[src/rtl/rv_core_pkg.sv]
// RV32I pipeline shared types: widths, opcodes, control enums and stage payloads
package rv_core_pkg;

	//////////////////////////////////////////////////
	// Widths and constants
	//////////////////////////////////////////////////
	localparam int XLEN       = 32;	// Word width
	localparam int REG_ADDR_W = 5;	// 32 architectural registers

	typedef logic [XLEN-1:0]       word_t;
	typedef logic [REG_ADDR_W-1:0] reg_addr_t;

	// Base opcodes kept by this core
	localparam logic [6:0] OPC_OP     = 7'b0110011;
	localparam logic [6:0] OPC_OP_IMM = 7'b0010011;
	localparam logic [6:0] OPC_LUI    = 7'b0110111;
	localparam logic [6:0] OPC_AUIPC  = 7'b0010111;
	localparam logic [6:0] OPC_LOAD   = 7'b0000011;
	localparam logic [6:0] OPC_STORE  = 7'b0100011;
	localparam logic [6:0] OPC_BRANCH = 7'b1100011;
	localparam logic [6:0] OPC_JAL    = 7'b1101111;
	localparam logic [6:0] OPC_JALR   = 7'b1100111;

	localparam word_t NOP_INSTR = 32'h0000_0013;	// addi x0, x0, 0

	//////////////////////////////////////////////////
	// Control enums
	//////////////////////////////////////////////////
	typedef enum logic [3:0] {
		ALU_ADD,
		ALU_SUB,
		ALU_AND,
		ALU_OR,
		ALU_XOR,
		ALU_SLT,
		ALU_SLTU,
		ALU_SLL,
		ALU_SRL,
		ALU_SRA,
		ALU_PASS_B	// lui, operand b straight through
	} alu_op_e;

	typedef enum logic [1:0] {
		WB_ALU,
		WB_PC4,		// Link value of jal / jalr
		WB_LOAD
	} wb_sel_e;

	typedef enum logic [1:0] {
		FWD_REGFILE,
		FWD_EX,
		FWD_MEM,
		FWD_WB
	} fwd_sel_e;

	//////////////////////////////////////////////////
	// Stage payloads
	//////////////////////////////////////////////////
	typedef struct packed {
		logic  valid;
		word_t pc;
		word_t instr;
	} if_id_t;

	typedef struct packed {
		logic      valid;
		word_t     pc;
		word_t     op_a;		// rs1 or PC
		word_t     op_b;		// rs2 or immediate
		word_t     store_data;	// Forwarded rs2
		word_t     imm;
		reg_addr_t rd;
		logic      wr_en;
		alu_op_e   alu_op;
		wb_sel_e   wb_sel;
		logic      is_load;
		logic      is_store;
		logic      is_branch;
		logic [2:0] funct3;	// Branch condition
		logic      is_jal;
		logic      is_jalr;
	} id_ex_t;

	typedef struct packed {
		logic      valid;
		word_t     result;	// Writeback value unless load
		word_t     addr;
		word_t     store_data;
		reg_addr_t rd;
		logic      wr_en;
		logic      is_load;
		logic      is_store;
	} ex_mem_t;

	typedef struct packed {
		logic      valid;
		word_t     wdata;
		reg_addr_t rd;
		logic      wr_en;
	} mem_wb_t;

	// Data port, request held until grant
	typedef struct packed {
		logic  valid;
		logic  write;
		word_t addr;
		word_t wdata;
	} dmem_req_t;

	typedef struct packed {
		logic  grant;
		word_t rdata;	// Valid in grant cycle only
	} dmem_rsp_t;

endpackage

[src/rtl/rv_fetch.sv]
// Fetch stage: PC register, next-PC select and the IF/ID register
`timescale 1ns/1ps

module rv_fetch #(
	parameter rv_core_pkg::word_t RESET_PC = 32'h0000_0000
) (
	input  logic                i_clk,
	input  logic                i_reset,
	input  logic                i_enable,		// Low while data port waits
	input  logic                i_hold,			// Load-use stall
	input  logic                i_redirect,
	input  rv_core_pkg::word_t  i_redirect_pc,
	output rv_core_pkg::word_t  o_imem_addr,
	input  rv_core_pkg::word_t  i_imem_data,	// Answered in same cycle
	input  logic                i_flush,
	output rv_core_pkg::if_id_t o_if_id
);

	rv_core_pkg::word_t pc;

	assign o_imem_addr = pc;

	// Not-taken prediction, redirect from EX wins
	always_ff @(posedge i_clk) begin
		if (i_reset) begin
			pc <= RESET_PC;
		end else if (i_enable) begin
			if (i_redirect) begin
				pc <= i_redirect_pc;
			end else if (!i_hold) begin
				pc <= pc + 32'd4;
			end
		end
	end

	//////////////////////////////////////////////////
	// IF/ID register
	//////////////////////////////////////////////////
	always_ff @(posedge i_clk) begin
		if (i_reset) begin
			o_if_id.valid <= 1'b0;
			o_if_id.instr <= rv_core_pkg::NOP_INSTR;
		end else if (i_enable) begin
			if (i_flush) begin
				o_if_id.valid <= 1'b0;	// Wrong-path slot
				o_if_id.instr <= rv_core_pkg::NOP_INSTR;
			end else if (!i_hold) begin
				o_if_id <= '{valid: 1'b1, pc: pc, instr: i_imem_data};
			end
		end
	end

endmodule

[src/rtl/rv_decode.sv]
// Decode stage: control decode, immediates, register file, forwarding and ID/EX register
`timescale 1ns/1ps

module rv_decode (
	input  logic                   i_clk,
	input  logic                   i_reset,
	input  logic                   i_enable,
	input  logic                   i_flush,		// Bubble into ID/EX
	input  rv_core_pkg::if_id_t    i_if_id,
	input  rv_core_pkg::mem_wb_t   i_mem_wb,		// Register file write port
	input  rv_core_pkg::word_t     i_ex_result,
	input  rv_core_pkg::word_t     i_mem_result,
	input  rv_core_pkg::fwd_sel_e  i_fwd_a,
	input  rv_core_pkg::fwd_sel_e  i_fwd_b,
	output rv_core_pkg::reg_addr_t o_rs1,
	output rv_core_pkg::reg_addr_t o_rs2,
	output logic                   o_use_rs1,
	output logic                   o_use_rs2,
	output rv_core_pkg::id_ex_t    o_id_ex
);

	rv_core_pkg::word_t  instr;
	logic [6:0]          opcode;
	rv_core_pkg::word_t  regs [32];
	rv_core_pkg::word_t  rs1_val;
	rv_core_pkg::word_t  rs2_val;
	rv_core_pkg::word_t  imm;
	rv_core_pkg::id_ex_t id_ex_d;
	logic                use_rs1;
	logic                use_rs2;
	logic                sel_pc_a;	// PC into operand a
	logic                sel_imm_b;	// Immediate into operand b

	assign instr  = i_if_id.instr;
	assign opcode = instr[6:0];
	assign o_rs1  = instr[19:15];
	assign o_rs2  = instr[24:20];

	// Sources only count for a live instruction
	assign o_use_rs1 = i_if_id.valid && use_rs1;
	assign o_use_rs2 = i_if_id.valid && use_rs2;

	//////////////////////////////////////////////////
	// Register file
	//////////////////////////////////////////////////
	always_ff @(posedge i_clk) begin
		if (i_mem_wb.valid && i_mem_wb.wr_en && i_mem_wb.rd != '0) begin
			regs[i_mem_wb.rd] <= i_mem_wb.wdata;
		end
	end

	// Read with write-through from WB
	function automatic rv_core_pkg::word_t rf_read(input rv_core_pkg::reg_addr_t idx);
		if (idx == '0) begin
			return '0;	// x0 hardwired
		end
		if (i_mem_wb.valid && i_mem_wb.wr_en && i_mem_wb.rd == idx) begin
			return i_mem_wb.wdata;
		end
		return regs[idx];
	endfunction

	function automatic rv_core_pkg::word_t fwd_mux(input rv_core_pkg::fwd_sel_e sel,
			input rv_core_pkg::word_t rf_val);
		case (sel)
			rv_core_pkg::FWD_EX:  return i_ex_result;		// Combinational EX result
			rv_core_pkg::FWD_MEM: return i_mem_result;	// Includes load data
			rv_core_pkg::FWD_WB:  return i_mem_wb.wdata;
			default:              return rf_val;
		endcase
	endfunction

	// funct3 / funct7[5] to ALU op, sub only for register form
	function automatic rv_core_pkg::alu_op_e alu_decode(input logic [2:0] f3,
			input logic f7_5, input logic is_reg);
		case (f3)
			3'b000:  return (is_reg && f7_5) ? rv_core_pkg::ALU_SUB : rv_core_pkg::ALU_ADD;
			3'b001:  return rv_core_pkg::ALU_SLL;
			3'b010:  return rv_core_pkg::ALU_SLT;
			3'b011:  return rv_core_pkg::ALU_SLTU;
			3'b100:  return rv_core_pkg::ALU_XOR;
			3'b101:  return f7_5 ? rv_core_pkg::ALU_SRA : rv_core_pkg::ALU_SRL;
			3'b110:  return rv_core_pkg::ALU_OR;
			default: return rv_core_pkg::ALU_AND;
		endcase
	endfunction

	always_comb begin
		rs1_val = fwd_mux(i_fwd_a, rf_read(o_rs1));
		rs2_val = fwd_mux(i_fwd_b, rf_read(o_rs2));
	end

	//////////////////////////////////////////////////
	// Control decode and operand select
	//////////////////////////////////////////////////
	always_comb begin
		id_ex_d        = '0;
		id_ex_d.valid  = i_if_id.valid && !i_flush;
		id_ex_d.pc     = i_if_id.pc;
		id_ex_d.rd     = instr[11:7];
		id_ex_d.funct3 = instr[14:12];
		id_ex_d.alu_op = rv_core_pkg::ALU_ADD;
		id_ex_d.wb_sel = rv_core_pkg::WB_ALU;
		use_rs1        = 1'b0;
		use_rs2        = 1'b0;
		sel_pc_a       = 1'b0;
		sel_imm_b      = 1'b1;
		imm            = {{20{instr[31]}}, instr[31:20]};	// I-type default
		case (opcode)
			rv_core_pkg::OPC_OP: begin
				id_ex_d.wr_en  = 1'b1;
				id_ex_d.alu_op = alu_decode(instr[14:12], instr[30], 1'b1);
				use_rs1        = 1'b1;
				use_rs2        = 1'b1;
				sel_imm_b      = 1'b0;
			end
			rv_core_pkg::OPC_OP_IMM: begin
				id_ex_d.wr_en  = 1'b1;
				id_ex_d.alu_op = alu_decode(instr[14:12], instr[30], 1'b0);
				use_rs1        = 1'b1;
			end
			rv_core_pkg::OPC_LUI: begin
				id_ex_d.wr_en  = 1'b1;
				id_ex_d.alu_op = rv_core_pkg::ALU_PASS_B;
				imm            = {instr[31:12], 12'b0};
			end
			rv_core_pkg::OPC_AUIPC: begin
				id_ex_d.wr_en = 1'b1;
				imm           = {instr[31:12], 12'b0};
				sel_pc_a      = 1'b1;
			end
			rv_core_pkg::OPC_LOAD: begin
				id_ex_d.wr_en   = 1'b1;
				id_ex_d.is_load = 1'b1;
				id_ex_d.wb_sel  = rv_core_pkg::WB_LOAD;
				use_rs1         = 1'b1;
			end
			rv_core_pkg::OPC_STORE: begin
				id_ex_d.is_store = 1'b1;
				use_rs1          = 1'b1;
				use_rs2          = 1'b1;
				imm              = {{20{instr[31]}}, instr[31:25], instr[11:7]};
			end
			rv_core_pkg::OPC_BRANCH: begin
				id_ex_d.is_branch = 1'b1;
				use_rs1           = 1'b1;
				use_rs2           = 1'b1;
				sel_imm_b         = 1'b0;	// Compare rs1 with rs2
				imm = {{19{instr[31]}}, instr[31], instr[7], instr[30:25], instr[11:8], 1'b0};
			end
			rv_core_pkg::OPC_JAL: begin
				id_ex_d.wr_en  = 1'b1;
				id_ex_d.is_jal = 1'b1;
				id_ex_d.wb_sel = rv_core_pkg::WB_PC4;
				sel_pc_a       = 1'b1;
				imm = {{11{instr[31]}}, instr[31], instr[19:12], instr[20], instr[30:21], 1'b0};
			end
			rv_core_pkg::OPC_JALR: begin
				id_ex_d.wr_en   = 1'b1;
				id_ex_d.is_jalr = 1'b1;
				id_ex_d.wb_sel  = rv_core_pkg::WB_PC4;
				use_rs1         = 1'b1;
			end
			default: ;	// Unsupported, no side effects
		endcase
		id_ex_d.imm        = imm;
		id_ex_d.op_a       = sel_pc_a ? i_if_id.pc : rs1_val;
		id_ex_d.op_b       = sel_imm_b ? imm : rs2_val;
		id_ex_d.store_data = rs2_val;
	end

	// ID/EX register
	always_ff @(posedge i_clk) begin
		if (i_reset) begin
			o_id_ex.valid <= 1'b0;
		end else if (i_enable) begin
			o_id_ex <= id_ex_d;
		end
	end

endmodule

[src/rtl/rv_execute.sv]
// Execute stage: ALU, branch and jump resolution, result select and EX/MEM register
`timescale 1ns/1ps

module rv_execute (
	input  logic                 i_clk,
	input  logic                 i_reset,
	input  logic                 i_enable,
	input  rv_core_pkg::id_ex_t  i_id_ex,
	output rv_core_pkg::word_t   o_ex_result,	// Forwarded into decode
	output logic                 o_redirect,
	output rv_core_pkg::word_t   o_redirect_pc,
	output rv_core_pkg::ex_mem_t o_ex_mem
);

	rv_core_pkg::word_t   a;
	rv_core_pkg::word_t   b;
	rv_core_pkg::word_t   alu_out;
	rv_core_pkg::word_t   pc4;
	logic                 taken;
	rv_core_pkg::ex_mem_t ex_mem_d;

	assign a   = i_id_ex.op_a;
	assign b   = i_id_ex.op_b;
	assign pc4 = i_id_ex.pc + 32'd4;

	//////////////////////////////////////////////////
	// ALU
	//////////////////////////////////////////////////
	always_comb begin
		case (i_id_ex.alu_op)
			rv_core_pkg::ALU_ADD:  alu_out = a + b;	// Also addresses and jump targets
			rv_core_pkg::ALU_SUB:  alu_out = a - b;
			rv_core_pkg::ALU_AND:  alu_out = a & b;
			rv_core_pkg::ALU_OR:   alu_out = a | b;
			rv_core_pkg::ALU_XOR:  alu_out = a ^ b;
			rv_core_pkg::ALU_SLT:  alu_out = {31'b0, $signed(a) < $signed(b)};
			rv_core_pkg::ALU_SLTU: alu_out = {31'b0, a < b};
			rv_core_pkg::ALU_SLL:  alu_out = a << b[4:0];
			rv_core_pkg::ALU_SRL:  alu_out = a >> b[4:0];
			rv_core_pkg::ALU_SRA:  alu_out = $signed(a) >>> b[4:0];
			default:               alu_out = b;	// PASS_B
		endcase
	end

	// Branch condition from funct3
	always_comb begin
		case (i_id_ex.funct3)
			3'b000:  taken = (a == b);	// beq
			3'b001:  taken = (a != b);	// bne
			3'b100:  taken = $signed(a) < $signed(b);
			3'b101:  taken = $signed(a) >= $signed(b);
			3'b110:  taken = a < b;		// bltu
			3'b111:  taken = a >= b;
			default: taken = 1'b0;
		endcase
	end

	// Predicted not taken, so any taken control transfer redirects
	assign o_redirect = i_id_ex.valid &&
		((i_id_ex.is_branch && taken) || i_id_ex.is_jal || i_id_ex.is_jalr);

	assign o_redirect_pc = i_id_ex.is_branch ? i_id_ex.pc + i_id_ex.imm :
		i_id_ex.is_jalr ? {alu_out[31:1], 1'b0} : alu_out;

	// Link value for jumps
	assign o_ex_result = (i_id_ex.wb_sel == rv_core_pkg::WB_PC4) ? pc4 : alu_out;

	assign ex_mem_d = '{
		valid:      i_id_ex.valid,
		result:     o_ex_result,
		addr:       alu_out,
		store_data: i_id_ex.store_data,
		rd:         i_id_ex.rd,
		wr_en:      i_id_ex.wr_en,
		is_load:    i_id_ex.is_load,
		is_store:   i_id_ex.is_store
	};

	// EX/MEM register
	always_ff @(posedge i_clk) begin
		if (i_reset) begin
			o_ex_mem.valid <= 1'b0;
		end else if (i_enable) begin
			o_ex_mem <= ex_mem_d;
		end
	end

endmodule

[src/rtl/rv_memory.sv]
// Memory stage: data-port request/grant master, load return and MEM/WB register
`timescale 1ns/1ps

module rv_memory (
	input  logic                   i_clk,
	input  logic                   i_reset,
	input  rv_core_pkg::ex_mem_t   i_ex_mem,
	output rv_core_pkg::dmem_req_t o_dmem_req,
	input  rv_core_pkg::dmem_rsp_t i_dmem_rsp,
	output logic                   o_mem_wait,		// Stalls whole pipeline
	output rv_core_pkg::word_t     o_mem_result,
	output rv_core_pkg::mem_wb_t   o_mem_wb
);

	logic mem_op;

	assign mem_op = i_ex_mem.valid && (i_ex_mem.is_load || i_ex_mem.is_store);

	// Request comes straight off EX/MEM, which holds until grant
	assign o_dmem_req = '{
		valid: mem_op,
		write: i_ex_mem.is_store,
		addr:  i_ex_mem.addr,
		wdata: i_ex_mem.store_data
	};

	assign o_mem_wait = mem_op && !i_dmem_rsp.grant;

	// Read data only meaningful in grant cycle
	assign o_mem_result = i_ex_mem.is_load ? i_dmem_rsp.rdata : i_ex_mem.result;

	//////////////////////////////////////////////////
	// MEM/WB register
	//////////////////////////////////////////////////
	always_ff @(posedge i_clk) begin
		if (i_reset) begin
			o_mem_wb.valid <= 1'b0;
		end else if (o_mem_wait) begin
			o_mem_wb.valid <= 1'b0;	// Bubble while waiting
		end else begin
			o_mem_wb <= '{
				valid: i_ex_mem.valid,
				wdata: o_mem_result,
				rd:    i_ex_mem.rd,
				wr_en: i_ex_mem.wr_en
			};
		end
	end

	// Whole request frozen from valid until grant
	a_req_stable: assert property (@(posedge i_clk) disable iff (i_reset)
		o_dmem_req.valid && !i_dmem_rsp.grant |=> $stable(o_dmem_req))
		else $error("data request changed while waiting for grant");

endmodule

[src/rtl/rv_hazard_unit.sv]
// Hazard unit: forwarding select, load-use stall, flush and pipeline enable
`timescale 1ns/1ps

module rv_hazard_unit (
	input  rv_core_pkg::reg_addr_t i_rs1,
	input  rv_core_pkg::reg_addr_t i_rs2,
	input  logic                   i_use_rs1,
	input  logic                   i_use_rs2,
	input  rv_core_pkg::id_ex_t    i_id_ex,
	input  rv_core_pkg::ex_mem_t   i_ex_mem,
	input  rv_core_pkg::mem_wb_t   i_mem_wb,
	input  logic                   i_redirect,
	input  logic                   i_mem_wait,
	output rv_core_pkg::fwd_sel_e  o_fwd_a,
	output rv_core_pkg::fwd_sel_e  o_fwd_b,
	output logic                   o_enable,
	output logic                   o_hold,
	output logic                   o_flush_if_id,
	output logic                   o_flush_id_ex
);

	logic load_use;

	// Youngest writer wins, x0 never forwarded
	function automatic rv_core_pkg::fwd_sel_e pick(input rv_core_pkg::reg_addr_t rs,
			input logic use_rs);
		if (!use_rs || rs == '0) begin
			return rv_core_pkg::FWD_REGFILE;
		end
		if (i_id_ex.valid && i_id_ex.wr_en && i_id_ex.rd == rs) begin
			return rv_core_pkg::FWD_EX;
		end
		if (i_ex_mem.valid && i_ex_mem.wr_en && i_ex_mem.rd == rs) begin
			return rv_core_pkg::FWD_MEM;
		end
		if (i_mem_wb.valid && i_mem_wb.wr_en && i_mem_wb.rd == rs) begin
			return rv_core_pkg::FWD_WB;
		end
		return rv_core_pkg::FWD_REGFILE;
	endfunction

	always_comb begin
		o_fwd_a = pick(i_rs1, i_use_rs1);
		o_fwd_b = pick(i_rs2, i_use_rs2);
	end

	//////////////////////////////////////////////////
	// Stall and flush
	//////////////////////////////////////////////////
	// Load data not ready in EX, wait one cycle for MEM forward
	assign load_use = i_id_ex.valid && i_id_ex.is_load && i_id_ex.rd != '0 &&
		((i_use_rs1 && i_rs1 == i_id_ex.rd) || (i_use_rs2 && i_rs2 == i_id_ex.rd));

	assign o_enable      = !i_mem_wait;
	assign o_hold        = load_use && !i_redirect;	// Flush wins
	assign o_flush_if_id = i_redirect;
	assign o_flush_id_ex = i_redirect || load_use;	// Bubble or wrong path

	// A load in EX never redirects, so the stall and flush never share a slot
	always_comb begin
		a_no_redirect_on_stall: assert final (!(load_use && i_redirect))
			else $error("load-use stall and redirect in the same cycle");
	end

endmodule

[src/rtl/rv_core.sv]
// RV32I five-stage core top: stage and hazard unit wiring
`timescale 1ns/1ps

module rv_core #(
	parameter rv_core_pkg::word_t RESET_PC = 32'h0000_0000
) (
	input  logic                   i_clk,
	input  logic                   i_reset,
	output rv_core_pkg::word_t     o_imem_addr,
	input  rv_core_pkg::word_t     i_imem_data,
	output rv_core_pkg::dmem_req_t o_dmem_req,
	input  rv_core_pkg::dmem_rsp_t i_dmem_rsp
);

	//////////////////////////////////////////////////
	// Stage payloads and control
	//////////////////////////////////////////////////
	rv_core_pkg::if_id_t    if_id;
	rv_core_pkg::id_ex_t    id_ex;
	rv_core_pkg::ex_mem_t   ex_mem;
	rv_core_pkg::mem_wb_t   mem_wb;
	rv_core_pkg::word_t     ex_result;		// EX forward source
	rv_core_pkg::word_t     mem_result;		// MEM forward source
	rv_core_pkg::word_t     redirect_pc;
	logic                   redirect;
	rv_core_pkg::reg_addr_t id_rs1;
	rv_core_pkg::reg_addr_t id_rs2;
	logic                   id_use_rs1;
	logic                   id_use_rs2;
	rv_core_pkg::fwd_sel_e  fwd_a;
	rv_core_pkg::fwd_sel_e  fwd_b;
	logic                   mem_wait;
	logic                   enable;
	logic                   hold;
	logic                   flush_if_id;
	logic                   flush_id_ex;

	rv_fetch #(
		.RESET_PC(RESET_PC)
	) fetch_i (
		.i_clk        (i_clk),
		.i_reset      (i_reset),
		.i_enable     (enable),
		.i_hold       (hold),
		.i_redirect   (redirect),
		.i_redirect_pc(redirect_pc),
		.o_imem_addr  (o_imem_addr),
		.i_imem_data  (i_imem_data),
		.i_flush      (flush_if_id),
		.o_if_id      (if_id)
	);

	rv_decode decode_i (
		.i_clk       (i_clk),
		.i_reset     (i_reset),
		.i_enable    (enable),
		.i_flush     (flush_id_ex),
		.i_if_id     (if_id),
		.i_mem_wb    (mem_wb),
		.i_ex_result (ex_result),
		.i_mem_result(mem_result),
		.i_fwd_a     (fwd_a),
		.i_fwd_b     (fwd_b),
		.o_rs1       (id_rs1),
		.o_rs2       (id_rs2),
		.o_use_rs1   (id_use_rs1),
		.o_use_rs2   (id_use_rs2),
		.o_id_ex     (id_ex)
	);

	rv_execute execute_i (
		.i_clk        (i_clk),
		.i_reset      (i_reset),
		.i_enable     (enable),
		.i_id_ex      (id_ex),
		.o_ex_result  (ex_result),
		.o_redirect   (redirect),
		.o_redirect_pc(redirect_pc),
		.o_ex_mem     (ex_mem)
	);

	rv_memory memory_i (
		.i_clk       (i_clk),
		.i_reset     (i_reset),
		.i_ex_mem    (ex_mem),
		.o_dmem_req  (o_dmem_req),
		.i_dmem_rsp  (i_dmem_rsp),
		.o_mem_wait  (mem_wait),
		.o_mem_result(mem_result),
		.o_mem_wb    (mem_wb)
	);

	rv_hazard_unit hazard_i (
		.i_rs1        (id_rs1),
		.i_rs2        (id_rs2),
		.i_use_rs1    (id_use_rs1),
		.i_use_rs2    (id_use_rs2),
		.i_id_ex      (id_ex),
		.i_ex_mem     (ex_mem),
		.i_mem_wb     (mem_wb),
		.i_redirect   (redirect),
		.i_mem_wait   (mem_wait),
		.o_fwd_a      (fwd_a),
		.o_fwd_b      (fwd_b),
		.o_enable     (enable),
		.o_hold       (hold),
		.o_flush_if_id(flush_if_id),
		.o_flush_id_ex(flush_id_ex)
	);

endmodule

[config.mk]
export PLATFORM = sky130hd
export DESIGN_NAME = rv_core
export DESIGN_NICKNAME = d
export VERILOG_FILES = /design/src/rtl/rv_core_pkg.sv /design/src/rtl/rv_fetch.sv /design/src/rtl/rv_decode.sv /design/src/rtl/rv_execute.sv /design/src/rtl/rv_memory.sv /design/src/rtl/rv_hazard_unit.sv /design/src/rtl/rv_core.sv
export SDC_FILE = /design/constraint.sdc
export NUM_CORES = 2
export LEC_CHECK = 0
export BUFFER_PORTS_ARGS = -buffer_cell sky130_fd_sc_hd__buf_2
export CAP_MARGIN = 10
export CELL_PAD_IN_SITES_DETAIL_PLACEMENT = 1
export CELL_PAD_IN_SITES_GLOBAL_PLACEMENT = 1
export CORE_MARGIN = 5
export CORE_UTILIZATION = 50
export CTS_CLUSTER_DIAMETER = 200
export DETAILED_ROUTE_END_ITERATION = 8
export PLACE_DENSITY_LB_ADDON = 0.1
export SLEW_MARGIN = 15
export SYNTH_ARGS = -nofsm -noshare
export SYNTH_HDL_FRONTEND = slang
export SYNTH_HIERARCHICAL = 1
export SYNTH_SLANG_ARGS = --single-unit
[constraint.sdc]
create_clock -name i_clk -period 13.7 [get_ports i_clk]
set_input_delay 2.74 -clock i_clk [delete_from_list [all_inputs] [get_ports i_clk]]
set_output_delay 2.74 -clock i_clk [all_outputs]
set_load 0.005 [all_outputs]
## After elaboration in Yosys (flattened, before gate mapping)

Memories as Yosys holds them, arrays and structs flattened. A register that Yosys moved wholly into a read port is not among the register bits.
Cells that the tools add are included.

| cells by class | value |
|---|---|
| $add $sub $neg | 5 |
| multiply operators | 0 |
| divide/modulo/power cells | 0 |
| order comparisons | 4 |
| eq/ne operators | 47 |
| shift operators | 3 |
| multiplexer cells | 85 |
| bitwise logic cells | 7 |
| reductions and logical operators | 53 |

Operators by type and width:

| operator | count |
|---|---|
| $mux 32 | 16 |
| $pmux 32 s10 | 1 |
| $pmux 32 s3 | 2 |
| $pmux 31 s4 | 1 |
| $mux 65 | 1 |
| $add 32x3->32 const B | 2 |
| $add 32x32->32 | 2 |
| $ge 32x32->1 | 2 |
| $lt 32x32->1 | 2 |
| $pmux 4 s7 | 2 |
| $eq 5x5->1 | 8 |
| $mux 1 | 39 |
| $and 32x32->32 | 1 |
| $eq 32x32->1 | 1 |
| $mux 2 | 16 |
| $ne 32x32->1 | 1 |
| $or 32x32->32 | 1 |
| $shl 32x5->32 | 1 |
| $shr 32x5->32 | 1 |
| $sshr 32x5->32 | 1 |
| $sub 32x32->32 | 1 |
| $xor 32x32->32 | 1 |
| $logic_and 1x1->1 | 23 |
| $eq 3x3->1 const B | 7 |
| 30 further kinds | 71 |

| word-level totals | value |
|---|---|
| register bits after elaboration | 422 |
| bits in latches | 0 |
| memory bits (writable) | 1024 |
| ROM bits | 0 |
| input port bits | 67 |
| output and inout bits | 98 |
| memories kept | 1 |

Memory list:

| name | depth | width | read ports | clocked after memory_dff | write ports | line | RTL |
|---|---|---|---|---|---|---|---|
| decode_i.regs | 32 | 32 | 2 | 2 | 1 | rv_decode.sv:24 | `rv_core_pkg::word_t regs [32];` |

## Depth between registers and ports, before layout

| depth | value |
|---|---|
| word-level depth | 20 |
| depth in mapped cells | 23 |
| mapped depth without buffers | 19 |

## By module

Netlist, hierarchy kept.

Modules (own cells, without submodules):

| module | instances | cells an instance | area each (um^2) | seq. area each (um^2) |
|---|---|---|---|---|
| rv_decode | 1 | 3414 | 56528.0 | 36174.7 |
| rv_execute | 1 | 1920 | 15532.4 | 3143.0 |
| rv_fetch | 1 | 378 | 4048.9 | 2262.2 |
| rv_memory | 1 | 147 | 2235.9 | 1161.1 |
| rv_hazard_unit | 1 | 67 | 485.5 | 0.0 |

## Worst setup path before layout

No wires, ideal clock.

| timing | value |
|---|---|
| kind | in2reg |
| start point | input port i_dmem_rsp[32] in the netlist's numbering |
| end point | register decode_i/o_id_ex[0] in the netlist's numbering (enable) |
| library setup time | 747 ps |
| arrival | 10902 ps |
| path slack | 2051 ps |
| stages | 4 |
| buffers on the path | 0 |
| cell sequence | inv_1 > and2_1 > inv_1 > nor2b_1 |

| on the way | value |
|---|---|
| word-level cells in the longest chain between the ends | 4 |

Ends and longest elaborated chain:

| element | line | RTL |
|---|---|---|
| start, declared | rv_core.sv:12 | `input rv_core_pkg::dmem_rsp_t i_dmem_rsp` |
| $logic_not 1->1 | rv_memory.sv:27 | `assign o_mem_wait = mem_op && !i_dmem_rsp.grant;` |
| $logic_and 1x1->1 | rv_memory.sv:27 |  |
| net mem_wait | rv_core.sv:32 | `logic mem_wait;` |
| $not 1->1 (no source line) | -- |  |
| $reduce_and 2->1 (no source line) | -- |  |
| end signal, assigned | rv_decode.sv:177 | `o_id_ex <= id_ex_d;` |
| end, declared | rv_decode.sv:19 | `output rv_core_pkg::id_ex_t o_id_ex` |

The timed path passes the listed nets, and every way through them passes these cells.
A chain may end at the register's enable or synchronous reset.

## Worst setup path after layout

| timing | value |
|---|---|
| start point | register decode_i/o_id_ex[85] in the netlist's numbering |
| end point | register fetch_i/o_if_id[41] in the netlist's numbering (enable) |

| on the way | value |
|---|---|
| word-level cells in the longest chain between the ends | 10 |
| elaborated cells on any way between the ends | 16 |

Ends and longest elaborated chain:

| element | line | RTL |
|---|---|---|
| $ge 32x32->1 (tied with other cells) | rv_execute.sv:53 | `3'b111: taken = a >= b;` |
| $pmux 1 s6 * | rv_execute.sv:47 | `case (i_id_ex.funct3)` |
| $logic_and 1x1->1 * | rv_execute.sv:60 | `((i_id_ex.is_branch && taken) \|\| i_id_ex.is_jal \|\| i_id_ex.is_jalr);` |
| $logic_or 1x1->1 * (2 in series) | rv_execute.sv:60 |  |
| $logic_and 1x1->1 * | rv_execute.sv:59 | `assign o_redirect = i_id_ex.valid &&` |
| net redirect | rv_core.sv:25 | `logic redirect;` |
| $logic_not 1->1 * | rv_hazard_unit.sv:55 | `assign o_hold = load_use && !i_redirect;` |
| $logic_and 1x1->1 * | rv_hazard_unit.sv:55 |  |
| net hold | rv_core.sv:34 | `logic hold;` |
| $not 1->1 (no source line) * | -- |  |
| $reduce_and 4->1 (no source line) * | -- |  |
| end signal, assigned | rv_fetch.sv:48 | `o_if_id <= '{valid: 1'b1, pc: pc, instr: i_imem_data};` |
| end, declared | rv_fetch.sv:16 | `output rv_core_pkg::if_id_t o_if_id` |

The timed path passes the listed nets; every way through them passes the cells marked *.

==> results.toml <==
[setup_path]
path_cells = "buf_4 > inv_1 > buf_4 > fa_1 > nor2b_1 > o311ai_1 > a21oi_1 > a2111o_1 > nand2_1 > a21oi_1 > a31oi_1 > o21ai_0 > a221oi_4 > buf_4 > nor2_1 > nand2b_1 > or3_1 > inv_2 > buf_4"
cp_max_fo = 65
cpPeakStageDelay_ns = 0.71
critical_path_arrival_ns = 7.91
crit_top_cell = "buf_4"
cp.required_ns = 14.14
cp-end-kind = "flip-flop"
path_class = "reg -> reg"
start_kind = "flip-flop"
cp_slowest_cell = "or3_1"

[drt]
vias = 58058
ant_nets = 0
dr.pass1.iters = 8
viasPerCell = 7.12
drc_errors = 0
detail_route.wl_per_cell_um = 39.3
routed_wl_um = 321000
first_iter_violations = 7557

[logic_synthesis]
synth_seq_cells = 1446
ys_seq_area_share_pct = 54.2
synth_adder_area_share_pct = 2.14
yosysWarningCount = 6
synth_compound_area_share_pct = 13.0
avgSynthCellArea_um2 = 13.3
synth-xor-area-share_pct = 1.22
synth_top_family_by_area = "multiplexers"
synthCells = 5926
yosysUniqueCellTypes = 118
yosys.area.top_type = "edfxtp_1"
synth_mux_area_share_pct = 18.5
synthFlopType = "edfxtp_1"
yosys-top-cells-area = "edfxtp_1 52%, mux4_2 8.7%, mux2i_1 7.6%, a22oi_1 2.7%, ha_1 2.1%"
post_synth_and_or_nand_nor_area_fraction_pct = 6.65
syn-cell-area_um2 = 78800
synth_edf_count = 1378
synth-async-reset-ratio_pct = 0
synth_top_cell_area_share_pct = 52.5

[cells_and_area]
fin_nets = 6161
final_area_um2 = 86700
area_delta_synth_final_pct = 9.97
drive_above_1_share_pct = 19.5

[cts]
path_clk_slew_ns = 0.07
hold_buffers = 0
root_buffer = "clkbuf_16"
htree_levels = 4
cts_tree = "built"
cts_resized = 0
insertion_delay_ns = 0.83
cts.path.max_buffers = 3
cts_setup_buffers = 0
clkSinkCount = 1446
cts_buffers = 159

[timing]
setup_viol = 0
worst_slew_pin_slew_ns = 1.27
rsz0062_at_grt = "false"
fin_crit_ns = 7.47
final.setup.tns_ns = 0
maxSlewHeadroom_pct = 13.0
hold_viol_final = 0
clock.fmax_ghz = 0.134
hold_ws_ns = 0.404
fin_skew_ns = 0.0515
finalMaxSlewViolations = 0
period_share_pct = 54.5

[floorplan]
design.die.area_um2 = 166000
die_y_um = 407
die_w_um = 407
coreArea_um2 = 157000
placementRows = 145
pin_count = 165
start_util_pct = 50.3

[grt]
first_global_vias = 57840
grt.overflow.total = 0
grt_pass1_wl_um = 445000
antenna_found_initial = 21
grtUsageTotal_pct = 38.1
grt_max_degree = 152

[pwr]
peakVddDrop_v = 0.000128
leakage_uw = 0.0295
p_per_area_nw_per_um2 = 137

[status]
outcome = "completed"

[place]
place_area_um2 = 81400
gp_congestion = 0.990
portBuffers = 164
place_hpwl_um = 209000

[hold_path]
worstHoldPathType = "reg -> reg"

[flow_run]
maxCapViolCount = 0
-- power by group --
part	leakage [uW]	switching, uW	total, uW	internal (uW)
clock	0.00246	1840	4210	2370
sequential	0.0133	265	5340	5080
combinational	0.0137	1530	2320	795
total	0.0295	3630	11900	8250
-- path summary, 6_finish.rpt --
| path | from | endpoint | slack [ns] | cells past startpoint |
|---|---|---|---|---|
| max | decode_i/o_id_ex[85]$_DFFE_PP_ | fetch_i/o_if_id[41]$_DFFE_PP_ | 6.23 | 19 |
| min | decode_i/o_id_ex[58]$_DFFE_PP_ | execute_i/o_ex_mem[14]$_DFFE_PP_ | 0.40 | 0 |
| max reg2reg | decode_i/o_id_ex[85]$_DFFE_PP_ | fetch_i/o_if_id[41]$_DFFE_PP_ | 6.23 | 19 |
| min reg2reg | decode_i/o_id_ex[58]$_DFFE_PP_ | execute_i/o_ex_mem[14]$_DFFE_PP_ | 0.40 | 0 |
-- flip-flops by register name, summed over array words and instances, names as in the netlist --
register and cells:
decode_i/o_id_ex 181, fetch_i/o_if_id 65, memory_i/o_mem_wb 39, fetch_i/o_imem_addr 32, execute_i/o_ex_mem 105, decode_i/regs 1024
-- per-layer routing --
layer	up-vias	part of all wire, %	track usage (%)
met1	30144	37	48.1
met5	-	0.026	0
li1	23573	-	-
met4	10	8.1	25.6
met3	912	8.8	7.33
met2	3419	46	60.1
-- cells by family after synthesis --
group | Yosys count
XOR/XNOR | 110
multiplexers | 1048
adder cells (fa/ha/maj) | 133
flip-flops | 1446
AND/OR/NAND/NOR | 1075
buffers and inverters | 660
other | 1
AO/OA/AOI/OAI | 1453
-- synthesized netlist by cell type, types with 111 or more instances --
library cell	number
ha_1	130
nand2_1	293
nand3_1	117
a21oi_1	299
a22oi_1	283
buf_4	111
o21ai_0	187
inv_1	146
mux4_2	305
nor2_1	306
mux2_2	113
edfxtp_1	1378
mux2i_1	595
clkbuf_1	219
-- through the flow --
stage	power (uW)	setup WS [ns]	instances	util, %
2_1_floorplan	6720	2.05	5957	-
4_1_cts	11800	6.39	8131	55.2
3_3_place_gp	7630	6.47	7844	52.0
3_5_place_dp	7650	6.42	7844	52.0
6_report	11900	6.23	8159	55.4
5_1_grt	12200	6.02	8147	55.4
-- cell type report --
type | count | area [um2]
diodes | 14 | 35.0
clock buffers | 197 | 4210
clock inverters | 90 | 817
fillers | 15275 | 69900
inverters | 153 | 574
multi-input cells | 3851 | 33300
flip-flops and latches | 1446 | 42800
well taps | 2058 | 2570
repair buffers | 350 | 2390
-- layout by cell type, fill, tap and decap left out, types with 62 or more instances in the layout --
cell,count
edfxtp_1,1378
mux2i_1,595
mux4_2,305
a21oi_1,297
nand2_1,292
a22oi_1,283
nor2_1,273
o21ai_0,185
buf_4,169
buf_2,164
clkbuf_16,162
inv_1,146
ha_1,130
nand3_1,117
mux2_2,113
o22ai_1,90
xnor2_1,72
nor3_1,62
-- worst max-delay path: cells and delay by family (launching register included) --
kind / cells / cell delay [ns]
buf+inv: 6 / 2.31
compound gates: 7 / 2.14
fa+ha+maj: 1 / 0.48
simple gates: 5 / 1.65
flops: 1 / 0.32
No activity file was read; power rests on OpenSTA's default activity.
